### config.mk
export PLATFORM = sky130hd
export DESIGN_NAME = cache_nocache
export DESIGN_NICKNAME = d
export VERILOG_FILES = /design/src/verilog/cache_pkg.sv /design/src/verilog/cache_nocache.sv
export VERILOG_INCLUDE_DIRS = /design/src /design/src/verilog
export SDC_FILE = /design/constraint.sdc
export NUM_CORES = 1
export LEC_CHECK = 0
export CORE_AREA = 2 2 506 508
export DETAILED_ROUTE_END_ITERATION = 8
export DIE_AREA = 0 0 508 510
export DONT_BUFFER_PORTS = 1
export PLACE_DENSITY = 0.3
export SYNTH_ARGS = -nofsm -noshare
export SYNTH_HDL_FRONTEND = slang
export SYNTH_SLANG_ARGS = --single-unit
### constraint.sdc
create_clock -name clk -period 7.99 [get_ports clk]
set_clock_uncertainty 0.15 [all_clocks]
set_input_delay 2.397 -clock clk [delete_from_list [all_inputs] [get_ports clk]]
set_output_delay 2.397 -clock clk [all_outputs]
set_load 0.01 [all_outputs]
### src/verilog/cache_defines.svh
// unified cache defines
// geometry, bus op codes and address region codes
`ifndef CACHE_DEFINES_SVH
`define CACHE_DEFINES_SVH

// cache geometry
`define CACHE_IDX_W       4
`define CACHE_LINES       16
`define CACHE_LINE_BYTES  64

// op codes on the data port and the bus
`define REQ_READ          1'b0
`define REQ_WRITE         1'b1

// address bits 31:28
`define REGION_PERI_LO    4'h1
`define REGION_PERI_HI    4'h2
`define REGION_FLASH      4'h3

// beats minus one for a full line transfer
`define BUS_BLKS_LINE     8'd7

`endif

### src/verilog/cache_pkg.sv
// unified cache types
// vector widths and FSM encodings shared by the cache blocks
`default_nettype none
`include "cache_defines.svh"

package cache_pkg;

  typedef logic [63:0]                      addr_t;
  typedef logic [63:0]                      word_t;
  typedef logic [31:0]                      inst_t;
  typedef logic [`CACHE_LINE_BYTES*8-1:0]   line_t;
  typedef logic [2:0]                       bytes_t;
  typedef logic [7:0]                       blks_t;
  typedef logic [`CACHE_IDX_W-1:0]          idx_t;
  typedef logic [21:0]                      tag_t;
  // tag, valid, dirty from msb down
  typedef logic [$bits(tag_t)+1:0]          info_t;

  typedef enum logic [2:0] {C_IDLE, C_WBACK, C_REFILL, C_RESP, C_SYNC_WR} core_state_t;
  typedef enum logic [2:0] {S_IDLE, S_RD, S_WR, S_NEXT, S_DONE} sync_state_t;

endpackage

`default_nettype wire

### src/verilog/cache_nocache.sv
// uncached access path
// single-beat bus transfer for peripheral requests
`timescale 1ns/100ps
`default_nettype none
`include "cache_defines.svh"

module cache_nocache import cache_pkg::*; (
  input  logic    clk,
  input  logic    i_arst_n,
  input  logic    i_req,
  input  addr_t   i_addr,
  input  logic    i_op,
  input  bytes_t  i_bytes,
  input  word_t   i_wdata,
  output logic    o_ack,
  output word_t   o_rdata,
  input  logic    i_bus_ready,
  input  line_t   i_bus_rdata,
  output logic    o_bus_valid,
  output logic    o_bus_op,
  output addr_t   o_bus_addr,
  output bytes_t  o_bus_size,
  output line_t   o_bus_wdata
);

  logic   busy_q;
  logic   take;
  logic   op_q;
  addr_t  addr_q;
  bytes_t size_q;
  word_t  wdata_q;

  // no new capture during the ack cycle
  assign take = i_req && !busy_q && !o_ack;

  always_ff @(posedge clk or negedge i_arst_n) begin
    if (!i_arst_n) begin
      busy_q <= 1'b0;
      o_ack  <= 1'b0;
    end else begin
      o_ack <= 1'b0;
      if (busy_q && i_bus_ready) begin
        busy_q <= 1'b0;
        o_ack  <= 1'b1;
      end else if (take) begin
        busy_q <= 1'b1;
      end
    end
  end

  always_ff @(posedge clk) begin
    if (take) begin
      addr_q  <= i_addr;
      op_q    <= i_op;
      size_q  <= i_bytes;
      wdata_q <= i_wdata;
    end
    if (busy_q && i_bus_ready && (op_q == `REQ_READ)) begin
      o_rdata <= i_bus_rdata[63:0];
    end
  end

  assign o_bus_valid = busy_q;
  assign o_bus_op    = op_q;
  assign o_bus_addr  = addr_q;
  assign o_bus_size  = size_q;
  assign o_bus_wdata = line_t'(wdata_q);

endmodule

`default_nettype wire

; ---- After elaboration in Yosys (flattened, before gate mapping)
; Cells that the tools add are included.
[op_classes]
n_addsub = 0
n_mul = 0
div = 0
order_cmp = 0
eq_ne = 0
n_shift = 0
mux = 3
bitwise = 1
n_reduce_logical = 7
[ops]
columns = op, count
row1 = $logic_and A1 B1 Y1, 4
row2 = $mux W1, 3
row3 = $logic_not A1 Y1, 2
row4 = $reduce_bool A2 Y1, 1
row5 = $not A1 Y1, 1
[word_totals]
regBits = 198
latchBits = 0
ram_bits = 0
mem_bits_ro = 0
inputBits = 648
out_inout_bits = 646
elab_cells = 18
n_memories = 0

; ---- Depth between registers and ports, before layout
[depth]
depth_word = 5
ltp_mapped = 2
depth_no_buf = 2

; ---- Worst setup path before layout
; No wires, ideal clock.
[synth_path]
path_kind = input port to flip-flop
from = input port i_req
to = register addr_q[0], in the netlist o_bus_addr[0], enable pin
setup_time_ns = 0.601
t_arrival_ns = 7.398
required_time_ns = 7.239
path_slack_ns = -0.159
stages = 1
path_buffers = 0
cell_sequence = nor3b_2
[synth_between]
elab_chain_len = 2
[synth_lines]
columns = element, line
row1 = start: declaration, cache_nocache.sv:10  ; input logic i_req,
row2 = $logic_and A1 B1 Y1 (2 in a row), cache_nocache.sv:34  ; assign take = i_req && !busy_q && !o_ack;
row3 = end signal: assignment, cache_nocache.sv:53  ; addr_q <= i_addr;
row4 = end: declaration, cache_nocache.sv:29  ; addr_t addr_q;
; Every way passes these cells.
; A chain may end at the register's enable or synchronous reset.

; ---- Final worst setup path
[layout_path]
from = input port i_req
to = register wdata_q[38], enable pin
[layout_between]
elab_chain_len = 2
[layout_lines]
columns = element, line
row1 = $logic_and A1 B1 Y1 (2 in a row), cache_nocache.sv:34
row2 = end signal: assignment, cache_nocache.sv:56  ; wdata_q <= i_wdata;
row3 = end: declaration, cache_nocache.sv:31  ; word_t wdata_q;
; Every way passes these cells.

==> impl_metrics.env <==
export IMPL_gr_usage_all_layers=0.0470
export IMPL_num_nets_final=1320
export IMPL_global_route_overflow_total=0
export IMPL_die_area_sq_um=259000
export IMPL_grt_setup_unrepaired="no"
export IMPL_total_power_uw=2530
export IMPL_drv_max_cap_violation_count=0
export IMPL_tritoncts="built"
export IMPL_timing_critical_path_required_ns=7.95
export IMPL_numCtsBuffers=17
export IMPL_run_status="finished, final reports clean"
export IMPL_slew_violations=0
export IMPL_dr_first_iter_drc_count=183
export IMPL_total_of_hold_buffers_inserted_after_clock_tree_synthesis=0
export IMPL_vias=4046
export IMPL_clk_pin_slew_ns=0.10
export IMPL_synthCells=652
export IMPL_number_of_antenna_violations_at_the_first_check_in_global_routing=116
export IMPL_ctsLongestPathBuffers=2
export IMPL_timing_fmax_mhz=253
export IMPL_critical_path_slowest_cell="nor3b_4"
export IMPL_peakVddDrop_v=0.000100
export IMPL_timing_critical_path_buf_inv=1
export IMPL_critical_path_max_stage_delay_ns=0.71
export IMPL_via_per_inst=0.992
export IMPL_synthDistinctLibCells=9
export IMPL_finished_core_util=0.0496
export IMPL_dieWidth_um=508
export IMPL_ratio_of_total_power_to_cell_area_nw_per_um2=202
export IMPL_timing_worst_setup_path_type="primary input to flip-flop"
export IMPL_cts_setup_buffers=0
export IMPL_flow_area_growth_from_synthesis_pct=34.5
export IMPL_tns_ns=0
export IMPL_startpoint_type="primary input"
export IMPL_synthesis_area_per_instance_sq_um=14.3
export IMPL_finalCriticalPeriod_ns=3.96
export IMPL_synthesized_flop_and_latch_total=198
export IMPL_clkLatencyLatePin_ns=0.52
export IMPL_core_area_sq_um=253000
export IMPL_synth_yosys_seq_area_share=0.635
export IMPL_drc=0
export IMPL_min_path_type="flip-flop to flip-flop"
export IMPL_clock_tree_root_cell="clkbuf_16"
export IMPL_wl_um=63900
export IMPL_initial_utilization=0.0369
export IMPL_yosys_warnings=0
export IMPL_wl_per_cell_um=15.7
export IMPL_tightest_slew_ns=0.964
export IMPL_power_static_leakage_uw=0.00363
export IMPL_timing_critical_path_fanout_max=119
export IMPL_portBuffers=0
export IMPL_slew_headroom=0.357
export IMPL_height_of_the_die_um=510
export IMPL_rows=185
export IMPL_arrival_ns=3.92
export IMPL_critical_path_endpoint_type="flip-flop"
export IMPL_finalCritPeriodShare=0.495
export IMPL_ff2ff_path_depth=2
export IMPL_maximum_number_of_pins_on_one_net_before_global_route_repair=120
export IMPL_logic_depth_of_the_worst_setup_path_including_buffers=2
export IMPL_cp_cell_sequence="nor3b_4 > buf_12"
export IMPL_setup_viol_count_final=0
export IMPL_timing_hold_violations_final=0
export IMPL_drt_antenna_violating_nets=0
export IMPL_syn_area_sq_um=9350
export IMPL_worst_hold_slack_across_all_endpoints_ns=0.529
export IMPL_clock_sinks=198
export IMPL_cts_htree_levels=4
export IMPL_place_ws_ns=3.54
export IMPL_cts_repair_resized=0
export IMPL_gpl_final_weighted_congestion=0.627
export IMPL_wire_length_of_the_first_global_routing_pass_um=67200
export IMPL_cp_top_family="simple AND/OR/NAND/NOR gates"
export IMPL_io_pin_count=1294
export IMPL_min_path_cells=1
export IMPL_drt_pass1_iterations=6
export IMPL_hpwlAfterDp_um=57200
export IMPL_grt_pass1_vias=2691
export IMPL_setup_slack_ns=4.03
export IMPL_drive_gt1_frac=0.0511
## flip-flops by register name, summed over array words and instances, names as in the netlist
name	count
o_bus_addr	64
o_rdata	64
wdata_q	64
o_bus_size	3
o_ack	1
o_bus_op	1
o_bus_valid	1
## cells in the final DEF, fill, tap and decap left out, drive strengths merged
cell type,instances
conb,448
a21o,1
and2,1
clkinv,4
buf,2
diode,29
edfxtp,196
nor2b,1
dfrtp,2
inv,9
nor3b,1
clkbuf,19
bufinv,1
## worst paths after layout
check	from	to	slack [ns]
min reg2reg	o_bus_valid	o_bus_valid	0.53
max in group asynchronous	i_arst_n	o_bus_valid	6.22
min	o_bus_valid	o_bus_valid	0.53
min in group asynchronous	i_arst_n	o_ack	1.40
max reg2reg	o_bus_valid	wdata_q[38]	5.36
max	i_req	wdata_q[38]	4.03
## final cells by class
class / count / area, sq um
Fill cell: 29700 / 241000
Sequential cell: 198 / 5940
Tap cell: 3366 / 4210
Multi-Input combinational cell: 452 / 1730
Clock buffer: 19 / 433
Clock inverter: 13 / 155
Antenna cell: 29 / 72.6
Timing Repair Buffer: 2 / 27.5
Inverter: 1 / 3.75
## Yosys cell counts, drive strengths merged
cell    instances  share of area
conb            1        0.00040
a21o            1        0.00080
dfrtp           2         0.0054
buf           448           0.36
nor2b           1         0.0015
inv             1        0.00040
nor3b           1         0.0013
and2            1        0.00080
edfxtp        196           0.63
## per-layer routing
layer | up-vias | part of all wire | routed length (um) | track usage
met5 | - | 0 | 0 | 0
met4 | 0 | 0.031 | 1980 | 0.0116
met3 | 194 | 0.24 | 15000 | 0.0511
met2 | 807 | 0.53 | 33700 | 0.0899
met1 | 1699 | 0.21 | 13200 | 0.0271
li1 | 1346 | - | - | -
## cell families after synthesis
family,Yosys count,share of synthesized area
buf+inv,449,0.360
other cells,1,0.000401
flops,198,0.635
simple gates,3,0.00361
compound gates,1,0.000803
## per-stage QoR
stage	area, sq um	std cells
after floorplan	11000	1099
after global placement	11900	4019
after global routing	12500	4053
after detailed placement	11900	4019
final	12600	4080
after CTS	12500	4051
## where the power goes
part / leakage, uW / switching, uW / total (uW) / internal (uW)
combinational: 0.00149 / 152 / 158 / 6.38
clock: 0.000292 / 497 / 945 / 449
sequential: 0.00185 / 172 / 1430 / 1260
total: 0.00363 / 820 / 2530 / 1710
(Power assumes the default switching activity.)
