[config.mk]
export PLATFORM = sky130hd
export DESIGN_NAME = cache_sync
export DESIGN_NICKNAME = d
export VERILOG_FILES = /design/src/verilog/cache_pkg.sv /design/src/verilog/cache_sync.sv
export VERILOG_INCLUDE_DIRS = /design/src /design/src/verilog
export SDC_FILE = /design/constraint.sdc
export NUM_CORES = 1
export LEC_CHECK = 0
export BUFFER_PORTS_ARGS = -buffer_cell sky130_fd_sc_hd__buf_2
export CAP_MARGIN = 20
export CORE_AREA = 2 2 416 418
export DETAILED_ROUTE_END_ITERATION = 7
export DIE_AREA = 0 0 418 420
export PLACE_DENSITY_LB_ADDON = 0.1
export RECOVER_POWER = 25
export SLEW_MARGIN = 0
export SYNTH_ARGS = -nofsm -noshare
export SYNTH_HDL_FRONTEND = slang
export SYNTH_SLANG_ARGS = --single-unit
[constraint.sdc]
create_clock -name clk -period 29.2 [get_ports clk]
set_clock_uncertainty 0.15 [all_clocks]
set_input_delay 7.3 -clock clk [delete_from_list [all_inputs] [get_ports clk]]
set_output_delay 7.3 -clock clk [all_outputs]
set_load 0.03 [all_outputs]
[src/verilog/cache_defines.svh]
// unified cache defines
// geometry, bus op codes and address region codes
`ifndef CACHE_DEFINES_SVH
`define CACHE_DEFINES_SVH

// cache geometry
`define CACHE_IDX_W       4
`define CACHE_LINES       16
`define CACHE_LINE_BYTES  64

// op codes on the data port and the bus
`define REQ_READ          1'b0
`define REQ_WRITE         1'b1

// address bits 31:28
`define REGION_PERI_LO    4'h1
`define REGION_PERI_HI    4'h2
`define REGION_FLASH      4'h3

// beats minus one for a full line transfer
`define BUS_BLKS_LINE     8'd7

`endif

[src/verilog/cache_pkg.sv]
// unified cache types
// vector widths and FSM encodings shared by the cache blocks
`default_nettype none
`include "cache_defines.svh"

package cache_pkg;

  typedef logic [63:0]                      addr_t;
  typedef logic [63:0]                      word_t;
  typedef logic [31:0]                      inst_t;
  typedef logic [`CACHE_LINE_BYTES*8-1:0]   line_t;
  typedef logic [2:0]                       bytes_t;
  typedef logic [7:0]                       blks_t;
  typedef logic [`CACHE_IDX_W-1:0]          idx_t;
  typedef logic [21:0]                      tag_t;
  // tag, valid, dirty from msb down
  typedef logic [$bits(tag_t)+1:0]          info_t;

  typedef enum logic [2:0] {C_IDLE, C_WBACK, C_REFILL, C_RESP, C_SYNC_WR} core_state_t;
  typedef enum logic [2:0] {S_IDLE, S_RD, S_WR, S_NEXT, S_DONE} sync_state_t;

endpackage

`default_nettype wire

[src/verilog/cache_sync.sv]
// fence.i sync engine
// copies each valid data-cache line into the same instruction-cache index
`timescale 1ns/100ps
`default_nettype none
`include "cache_defines.svh"

module cache_sync import cache_pkg::*; (
  input  logic  clk,
  input  logic  i_arst_n,
  input  logic  i_fencei_req,
  output logic  o_fencei_ack,
  output logic  o_dsync_rreq,
  input  logic  i_dsync_ack,
  input  info_t i_dsync_rinfo,
  input  line_t i_dsync_rline,
  output logic  o_isync_wreq,
  input  logic  i_isync_ack,
  output idx_t  o_sync_idx,
  output info_t o_isync_winfo,
  output line_t o_isync_wline
);

  localparam idx_t LAST_IDX = idx_t'(`CACHE_LINES - 1);

  sync_state_t state_q;
  idx_t        idx_q;

  assign o_dsync_rreq = (state_q == S_RD);
  assign o_isync_wreq = (state_q == S_WR);
  assign o_sync_idx   = idx_q;

  always_ff @(posedge clk or negedge i_arst_n) begin
    if (!i_arst_n) begin
      state_q      <= S_IDLE;
      idx_q        <= '0;
      o_fencei_ack <= 1'b0;
    end else begin
      o_fencei_ack <= 1'b0;
      case (state_q)
        S_IDLE: begin
          if (i_fencei_req) begin
            idx_q   <= '0;
            state_q <= S_RD;
          end
        end
        // invalid lines are skipped
        S_RD: begin
          if (i_dsync_ack) begin
            state_q <= i_dsync_rinfo[1] ? S_WR : S_NEXT;
          end
        end
        S_WR: begin
          if (i_isync_ack) begin
            state_q <= S_NEXT;
          end
        end
        S_NEXT: begin
          if (idx_q == LAST_IDX) begin
            o_fencei_ack <= 1'b1;
            state_q      <= S_DONE;
          end else begin
            idx_q   <= idx_q + 1'b1;
            state_q <= S_RD;
          end
        end
        S_DONE: state_q <= S_IDLE;
        default: state_q <= S_IDLE;
      endcase
    end
  end

  // line copy, dirty bit dropped
  always_ff @(posedge clk) begin
    if ((state_q == S_RD) && i_dsync_ack) begin
      o_isync_winfo <= {i_dsync_rinfo[$bits(info_t)-1:1], 1'b0};
      o_isync_wline <= i_dsync_rline;
    end
  end

endmodule

`default_nettype wire

==> After elaboration in Yosys (flattened, before gate mapping) <==
Cells that the tools add are included.
{ "classes": {"div": 0, "muxes": 11, "n_eq_ne": 8, "reduce_logical": 5, "mul": 0, "n_shift": 0, "order_cmp": 0, "addsub": 1, "bitwise": 0} }
{ "op_table": {"columns": ["operator", "count"], "rows": [
  ["$mux W3", 4],
  ["$pmux W3 S4", 1],
  ["$mux W4", 2],
  ["$pmux W4 S2", 1],
  ["$eq A3 B2 Y1 const B", 2],
  ["$reduce_and A3 Y1", 2],
  ["$add A4 B1 Y4 const B", 1],
  ["$eq A4 B4 Y1 const B", 1],
  ["$ne A2 B1 Y1 const B", 2],
  ["$ne A2 B2 Y1 const B", 2],
  ["$eq A3 B1 Y1 const B", 1],
  ["$logic_not A3 Y1", 1],
  ["$mux W1", 3],
  ["$reduce_bool A2 Y1", 1],
  ["$logic_and A1 B1 Y1", 1]
]} }
{ "word_totals": {"ram_bits": 0, "elab_cells": 30, "rom_bits": 0, "out_inout_bits": 543, "ff_bits": 543, "latchBits": 0, "input_bits": 541, "mem_count": 0} }

==> Depth between registers and ports, before layout <==
Gate-level depths: netlist of run 1.
{ "logic_depth": {"depth_word": 3, "mapped_depth": 4, "mapped_depth_nobuf": 4} }

==> Worst setup path after synthesis of run 1 <==
Ideal clock, no wire load.
{ "synth_path": {"path_type": "input -> register", "start": "input i_dsync_ack", "end": "register o_isync_winfo[10], enable pin", "setup_time_ns": 0.973, "path_stages": 1, "arrival_ns": 19.468, "n_path_buf": 0, "t_required_ns": 28.077, "path_slack_ns": 8.609, "path_cell_list": "and3_1"} }
{ "synth_between": {"elab_chain_cells": 1} }
{ "synth_rtl": {"columns": ["item", "line_no", "source"], "rows": [
  ["from (decl)", "cache_sync.sv:13", "input logic i_dsync_ack,"],
  ["$logic_and A1 B1 Y1", "cache_sync.sv:74", "if ((state_q == S_RD) && i_dsync_ack) begin"],
  ["to (signal assigned)", "cache_sync.sv:75", "o_isync_winfo <= {i_dsync_rinfo[$bits(info_t)-1:1], 1'b0};"],
  ["to (decl)", "cache_sync.sv:19", "output info_t o_isync_winfo,"]
]} }
No other way between the ends.
A chain may end at the register's enable or synchronous reset.

==> Worst setup path in the final report of run 1 <==
{ "layout_path": {"start": "input i_dsync_ack", "end": "register o_isync_wline[366], enable pin"} }
{ "layout_between": {"elab_chain_cells": 1} }
{ "layout_rtl": {"columns": ["item", "line_no", "source"], "rows": [
  ["$logic_and A1 B1 Y1", "cache_sync.sv:74", null],
  ["to (signal assigned)", "cache_sync.sv:76", "o_isync_wline <= i_dsync_rline;"],
  ["to (decl)", "cache_sync.sv:20", "output line_t o_isync_wline"]
]} }
No other way between the ends.

==> results.cfg, run 1 <==
[floorplanning]
dieHeight_um = 420
core_area_um2 = 171000
die_x_um = 418
ios = 1084
start_util = 0.0966
dieArea_um2 = 176000
rows = 152

[sta]
slew_headroom = 0.323
hold_viol = 0
tns_ns = 0
fin_ws_ns = 17.56
finalHoldWorstSlack_ns = 0.408
grt_setup_unrepaired = false
setup_viol = 0
finalCriticalPeriod_ns = 11.64
drv_slew = 0
tightest_slew_ns = 1.02
final.period_utilization = 0.399
max_freq_ghz = 0.0859

[hold_path]
hp-start = o_sync_idx[0]
hold_depth = 1
hold_path_class = reg2reg
min_to = o_sync_idx[0]

[clock_tree]
clk_pin_slew_worst_paths_ns = 0.05
ctsResizeCount = 0
root_buffer = clkbuf_16
cts_hold_buf = 0
cts_tree = done
clk_latency_ns = 0.67
cts_buffers = 76
clk_path_buf_depth = 3
clock_sinks = 543
post_cts.repair.setup_buffers = 0
cts_max_level = 3

[critical_path]
worstPathRequired_ns = 29.33
r2r_setup_slack_ns = 23.62
reg2regPathDepth = 7
slowest_stage = buf_4
critical_path_arrival_ns = 11.77
reg2reg_from = state_q[1]
end_kind = flop
critPathBufInv = 6
crit_family = buffers and inverters
path_class = in2reg
critPathMaxFanout = 65
reg2reg_to = o_isync_wline[366]
crit_top_cell = buf_4
startpoint_type = input pin
max_stage_delay_ns = 0.85
cp_cell_sequence = buf_2 -> and3_4 -> buf_4 -> buf_4 -> buf_4 -> buf_4 -> buf_4
worstSetupPathDepth = 7

[synthesis]
synth-simple-area-share = 0.00818
synth-seq-cells = 543
synthCells = 581
synth_mux_area_frac = 0.000682
ys_types = 28
synth-adder-area-share = 0.000757
synth_xor_xnor_area_share = 0
yosys_warnings = 0
synth_top_family_by_area = simple AND/OR/NAND/NOR gates
synth_fp_nets = 1123
async_flop_share = 0.0147
ys_seq_area_frac = 0.984
synthFlopType = edfxtp_1
synth_compound_area_frac = 0.00492
synth_edf_count = 535
mappedNetlistArea_um2 = 16500
syn_area_per_cell_um2 = 28.4

[power]
p_seq_frac = 0.421
p_sw_frac = 0.351
p_clk_frac = 0.342
combPwrFrac = 0.237
switchingPower_uw = 930
worst_ir_drop_vdd_uv = 41.7
p_per_area_nw_per_um2 = 97.4
leakage_nw = 10.6
cell_internal_pwr_mw = 1.72

[finish]
nNetsFinal = 2289
drive_gt1_frac = 0.663
utilization = 0.159
instances_no_fill = 4047
area_growth_syn_to_layout_pct = 64.5

[placed_design]
dpl.cell_count = 3902
io_buffers = 1081
gp_congestion = 0.837
pre_cts_slack_ns = 16.62
dp_hpwl_um = 74600

[global_routing]
grt_use_total = 0.0989
grt_max_degree = 70
antenna_found_initial = 68
grt_pass1_vias = 11700
grt_pass1_wl_um = 114000
grt_overflow = 0

[route]
final_antenna_net_count = 0
firstDrtPassIters = 4
routed_via_density = 2.72
drt_iter0_drc = 572
drc = 0
avgRoutedWirePerCell_um = 22.6
num_vias = 11000
wirelength_um = 91300

[status]
status = completed

[job]
drv_cap = 0
## per-stage QoR
step | power [mW] | instance area, µm²
floorplan | 1.60 | 16500
global placement | 1.78 | 24800
detailed placement | 1.78 | 24800
CTS | 2.72 | 27200
global route | 2.77 | 27200
finish | 2.65 | 27200
## logic make-up (layout without fill, tap and decap cells)
family                     count (synthesis)  count (layout)
muxes                                      1               1
and+or+nand+nor                           21              21
AOI/OAI and AO/OA                         12              12
buffers and inverters                      2            1223
DFF                                      543             543
adders and majority gates                  1               1
other                                      1              13
## layout make-up
class                   count  area [µm²]
diodes                     12        30.0
clock buffers              92        2030
clock inverters            41         339
fillers                 18900      144000
multi-input cells          36         249
flip-flops and latches    543       16300
well taps                2233        2790
repair buffers           1090        5470
## per-layer routing
metal / track usage / wire (µm) / vias up
met5: 0 / 48 / -
met4: 0.0374 / 2890 / 8
met1: 0.103 / 31700 / 5474
met3: 0.0429 / 8330 / 197
li1: - / - / 4745
met2: 0.175 / 48400 / 587
## layout by cell type (no fill, tap or decap), drive strengths merged, types with 2 or more instances in the layout
| cell type | n |
|---|---|
| buf | 1083 |
| edfxtp | 535 |
| clkbuf | 99 |
| clkinv | 25 |
| diode | 12 |
| dfrtp | 8 |
| inv | 7 |
| clkinvlp | 5 |
| nor2 | 4 |
| nand3 | 4 |
| o211ai | 4 |
| bufinv | 4 |
| o31ai | 2 |
| a21boi | 2 |
| nand3b | 2 |
| and3 | 2 |
| o21ai | 2 |
## Yosys cell counts (all sizes together) (2+ instances only)
| library cell | instances | share of area |
|---|---|---|
| edfxtp | 535 | 0.97 |
| dfrtp | 8 | 0.012 |
| nand3 | 4 | 0.0012 |
| nor2 | 4 | 0.00091 |
| o211ai | 4 | 0.0018 |
| a21boi | 2 | 0.00091 |
| and3 | 2 | 0.00076 |
| buf | 2 | 0.00076 |
| nand3b | 2 | 0.0011 |
| o21ai | 2 | 0.00061 |
| o31ai | 2 | 0.00091 |
## power groups by stage
| stage | Sequential [mW] | Combinational, mW | Clock, mW |
|---|---|---|---|
| 2_1_floorplan | 1.52 | 0.0798 | 0 |
| 3_3_place_gp | 1.13 | 0.649 | 0 |
| 3_5_place_dp | 1.13 | 0.649 | 0 |
| 4_1_cts | 1.12 | 0.650 | 0.956 |
| 5_1_grt | 1.13 | 0.665 | 0.978 |
| 6_report | 1.11 | 0.628 | 0.905 |
## worst max path at each step
stage | start | end | slack, ns
final | i_dsync_ack | o_isync_wline[366] | 17.56
after global routing | i_dsync_ack | o_isync_wline[104] | 17.13
after CTS | i_dsync_ack | o_isync_wline[104] | 17.41
after detailed placement | i_dsync_ack | o_isync_wline[366] | 16.62
after global placement | i_dsync_ack | o_isync_wline[366] | 16.75
after floorplan | i_dsync_ack | o_isync_winfo[10] | 8.61
## sequential cells by signal, summed over array words and instances, names as in the netlist
name and flops:
o_sync_idx 4, state_q 3, o_isync_wline 512, o_isync_winfo 23, o_fencei_ack 1
(Power assumes the default switching activity.)
==> inputs of run 2 (changes only) <==
Clock period 29.2 ns to 9.8 ns, I/O delays scaled along.
==> run 2 against run 1 <==
Against the previous run: non-clock buffer count decreased by 2; first-iteration DRC count is 5.1% lower; via count up 0.46%; flip-flop and latch count unchanged; count of clock-buffer cells in the layout unchanged; clock power grew to 2.9 times the previous value.
==> results.cfg, run 2 (synthesis gave the netlist of run 1 again) <==
[power]
p_seq_frac = 0.423
switchingPower_mw = 2.77
p_sw_frac = 0.353
worst_ir_drop_vdd_uv = 119
p_clk_frac = 0.339
p_per_area_nw_per_um2 = 289
combPwrFrac = 0.238
leakage_nw = 10.6
cell_internal_pwr_mw = 5.09

[finish]
nNetsFinal = 2287
multi_input_area_um2 = 249
area_growth_syn_to_layout_pct = 64.5
top_register = o_isync_wline
utilization = 0.159
largest_reg_flops = 512
final_common_cell = buf_2
final_cell_mix = 1076 x buf_2, 535 x edfxtp_1, 77 x clkbuf_16, 21 x clkinv_1, 20 x clkbuf_1
drive_gt1_frac = 0.659
regArea_um2 = 16300
fill_cells = 18900

[critical_path]
reg2reg_to = o_isync_wline[240]
r2r_setup_slack_ns = 6.60
end_kind = flop
critical_path_arrival_ns = 4.56
worstPathRequired_ns = 9.94
reg2reg_from = state_q[2]
critPathMaxFanout = 65
reg2regPathDepth = 4
startpoint_type = input pin
path_class = in2reg

[route]
final_antenna_net_count = 0
num_vias = 11100
routed_via_density = 2.73
wirelength_um = 92600
avgRoutedWirePerCell_um = 22.8
drc = 0
firstDrtPassIters = 7
drt_iter0_drc = 543

[floorplanning]
die_x_um = 418
start_util = 0.0966
core_area_um2 = 171000
dieArea_um2 = 176000
ios = 1084
rows = 152
dieHeight_um = 420

[placed_design]
gp_congestion = 0.924
io_buffers = 1081
dp_hpwl_um = 75400

[sta]
setup_viol = 0
drv_slew = 0
tns_ns = 0
finalHoldWorstSlack_ns = 0.415
grt_setup_unrepaired = false
max_freq_ghz = 0.226
tightest_slew_ns = 1.06
hold_viol = 0
final.period_utilization = 0.451
slew_headroom = 0.291
finalCriticalPeriod_ns = 4.42

[clock_tree]
clock_sinks = 543
cts_tree = done
cts_hold_buf = 0
cts_buffers = 76
cts_max_level = 3
root_buffer = clkbuf_16
clk_path_buf_depth = 3
post_cts.repair.setup_buffers = 0
clk_pin_slew_worst_paths_ns = 0.06
clk_latency_ns = 0.66
ctsResizeCount = 0

[status]
status = completed

[hold_path]
hp-start = o_sync_idx[0]
hold_depth = 1
hold_path_class = reg2reg
min_to = o_sync_idx[0]

[global_routing]
grt_use_total = 0.100
grt_pass1_wl_um = 115000
antenna_found_initial = 79
grt_overflow = 0
grt_pass1_vias = 11700
grt_max_degree = 132

[job]
drv_cap = 0
## run 2: metrics by stage
stage          cells  instance area (µm²)  power (mW)  setup slack, ns
2_1_floorplan    581                16500        4.57            0.322
3_3_place_gp    3900                24800        5.30             4.70
3_5_place_dp    3900                24800        5.29             4.60
4_1_cts         4038                27100        8.08             5.29
5_1_grt         4050                27200        8.23             5.23
6_report        4059                27200        7.86             5.38
## run 2: power groups by stage
stage | combinational, mW | clock, mW | sequential, mW
after floorplan | 0.239 | 0 | 4.34
after global placement | 1.92 | 0 | 3.37
after detailed placement | 1.93 | 0 | 3.37
after CTS | 1.93 | 2.82 | 3.33
after global routing | 1.98 | 2.89 | 3.37
final | 1.87 | 2.66 | 3.33
## run 2: worst max-delay path, stage by stage
cell and delay (ns):
buf_2 0.11, and3_4 0.48, buf_4 0.58, buf_4 0.79
## run 2: metal layers
metal	global-route usage	vias to the layer above	part of all wire
met3	0.0458	195	0.097
li1	-	4757	-
met2	0.173	615	0.53
met4	0.0425	8	0.031
met5	0	-	0.0012
met1	0.104	5487	0.34
## run 2: how the worst max path moves through the flow
stage	from	end	slack (ns)
floorplan	i_dsync_ack	o_isync_winfo[10]	0.32
global placement	i_dsync_ack	o_isync_wline[449]	4.70
detailed placement	i_dsync_ack	o_isync_wline[245]	4.60
CTS	state_q[0]	o_isync_wreq	5.29
global route	state_q[0]	o_isync_wreq	5.23
finish	i_dsync_ack	o_isync_wline[240]	5.38
## run 2: layout make-up
| class | instances | share of cell area |
|---|---|---|
| Timing Repair Buffer | 1088 | 0.202 |
| Clock inverter | 46 | 0.0130 |
| Multi-Input combinational cell | 36 | 0.00916 |
| Sequential cell | 543 | 0.598 |
| Antenna cell | 21 | 0.00193 |
| Clock buffer | 92 | 0.0730 |
| Tap cell | 2233 | 0.103 |
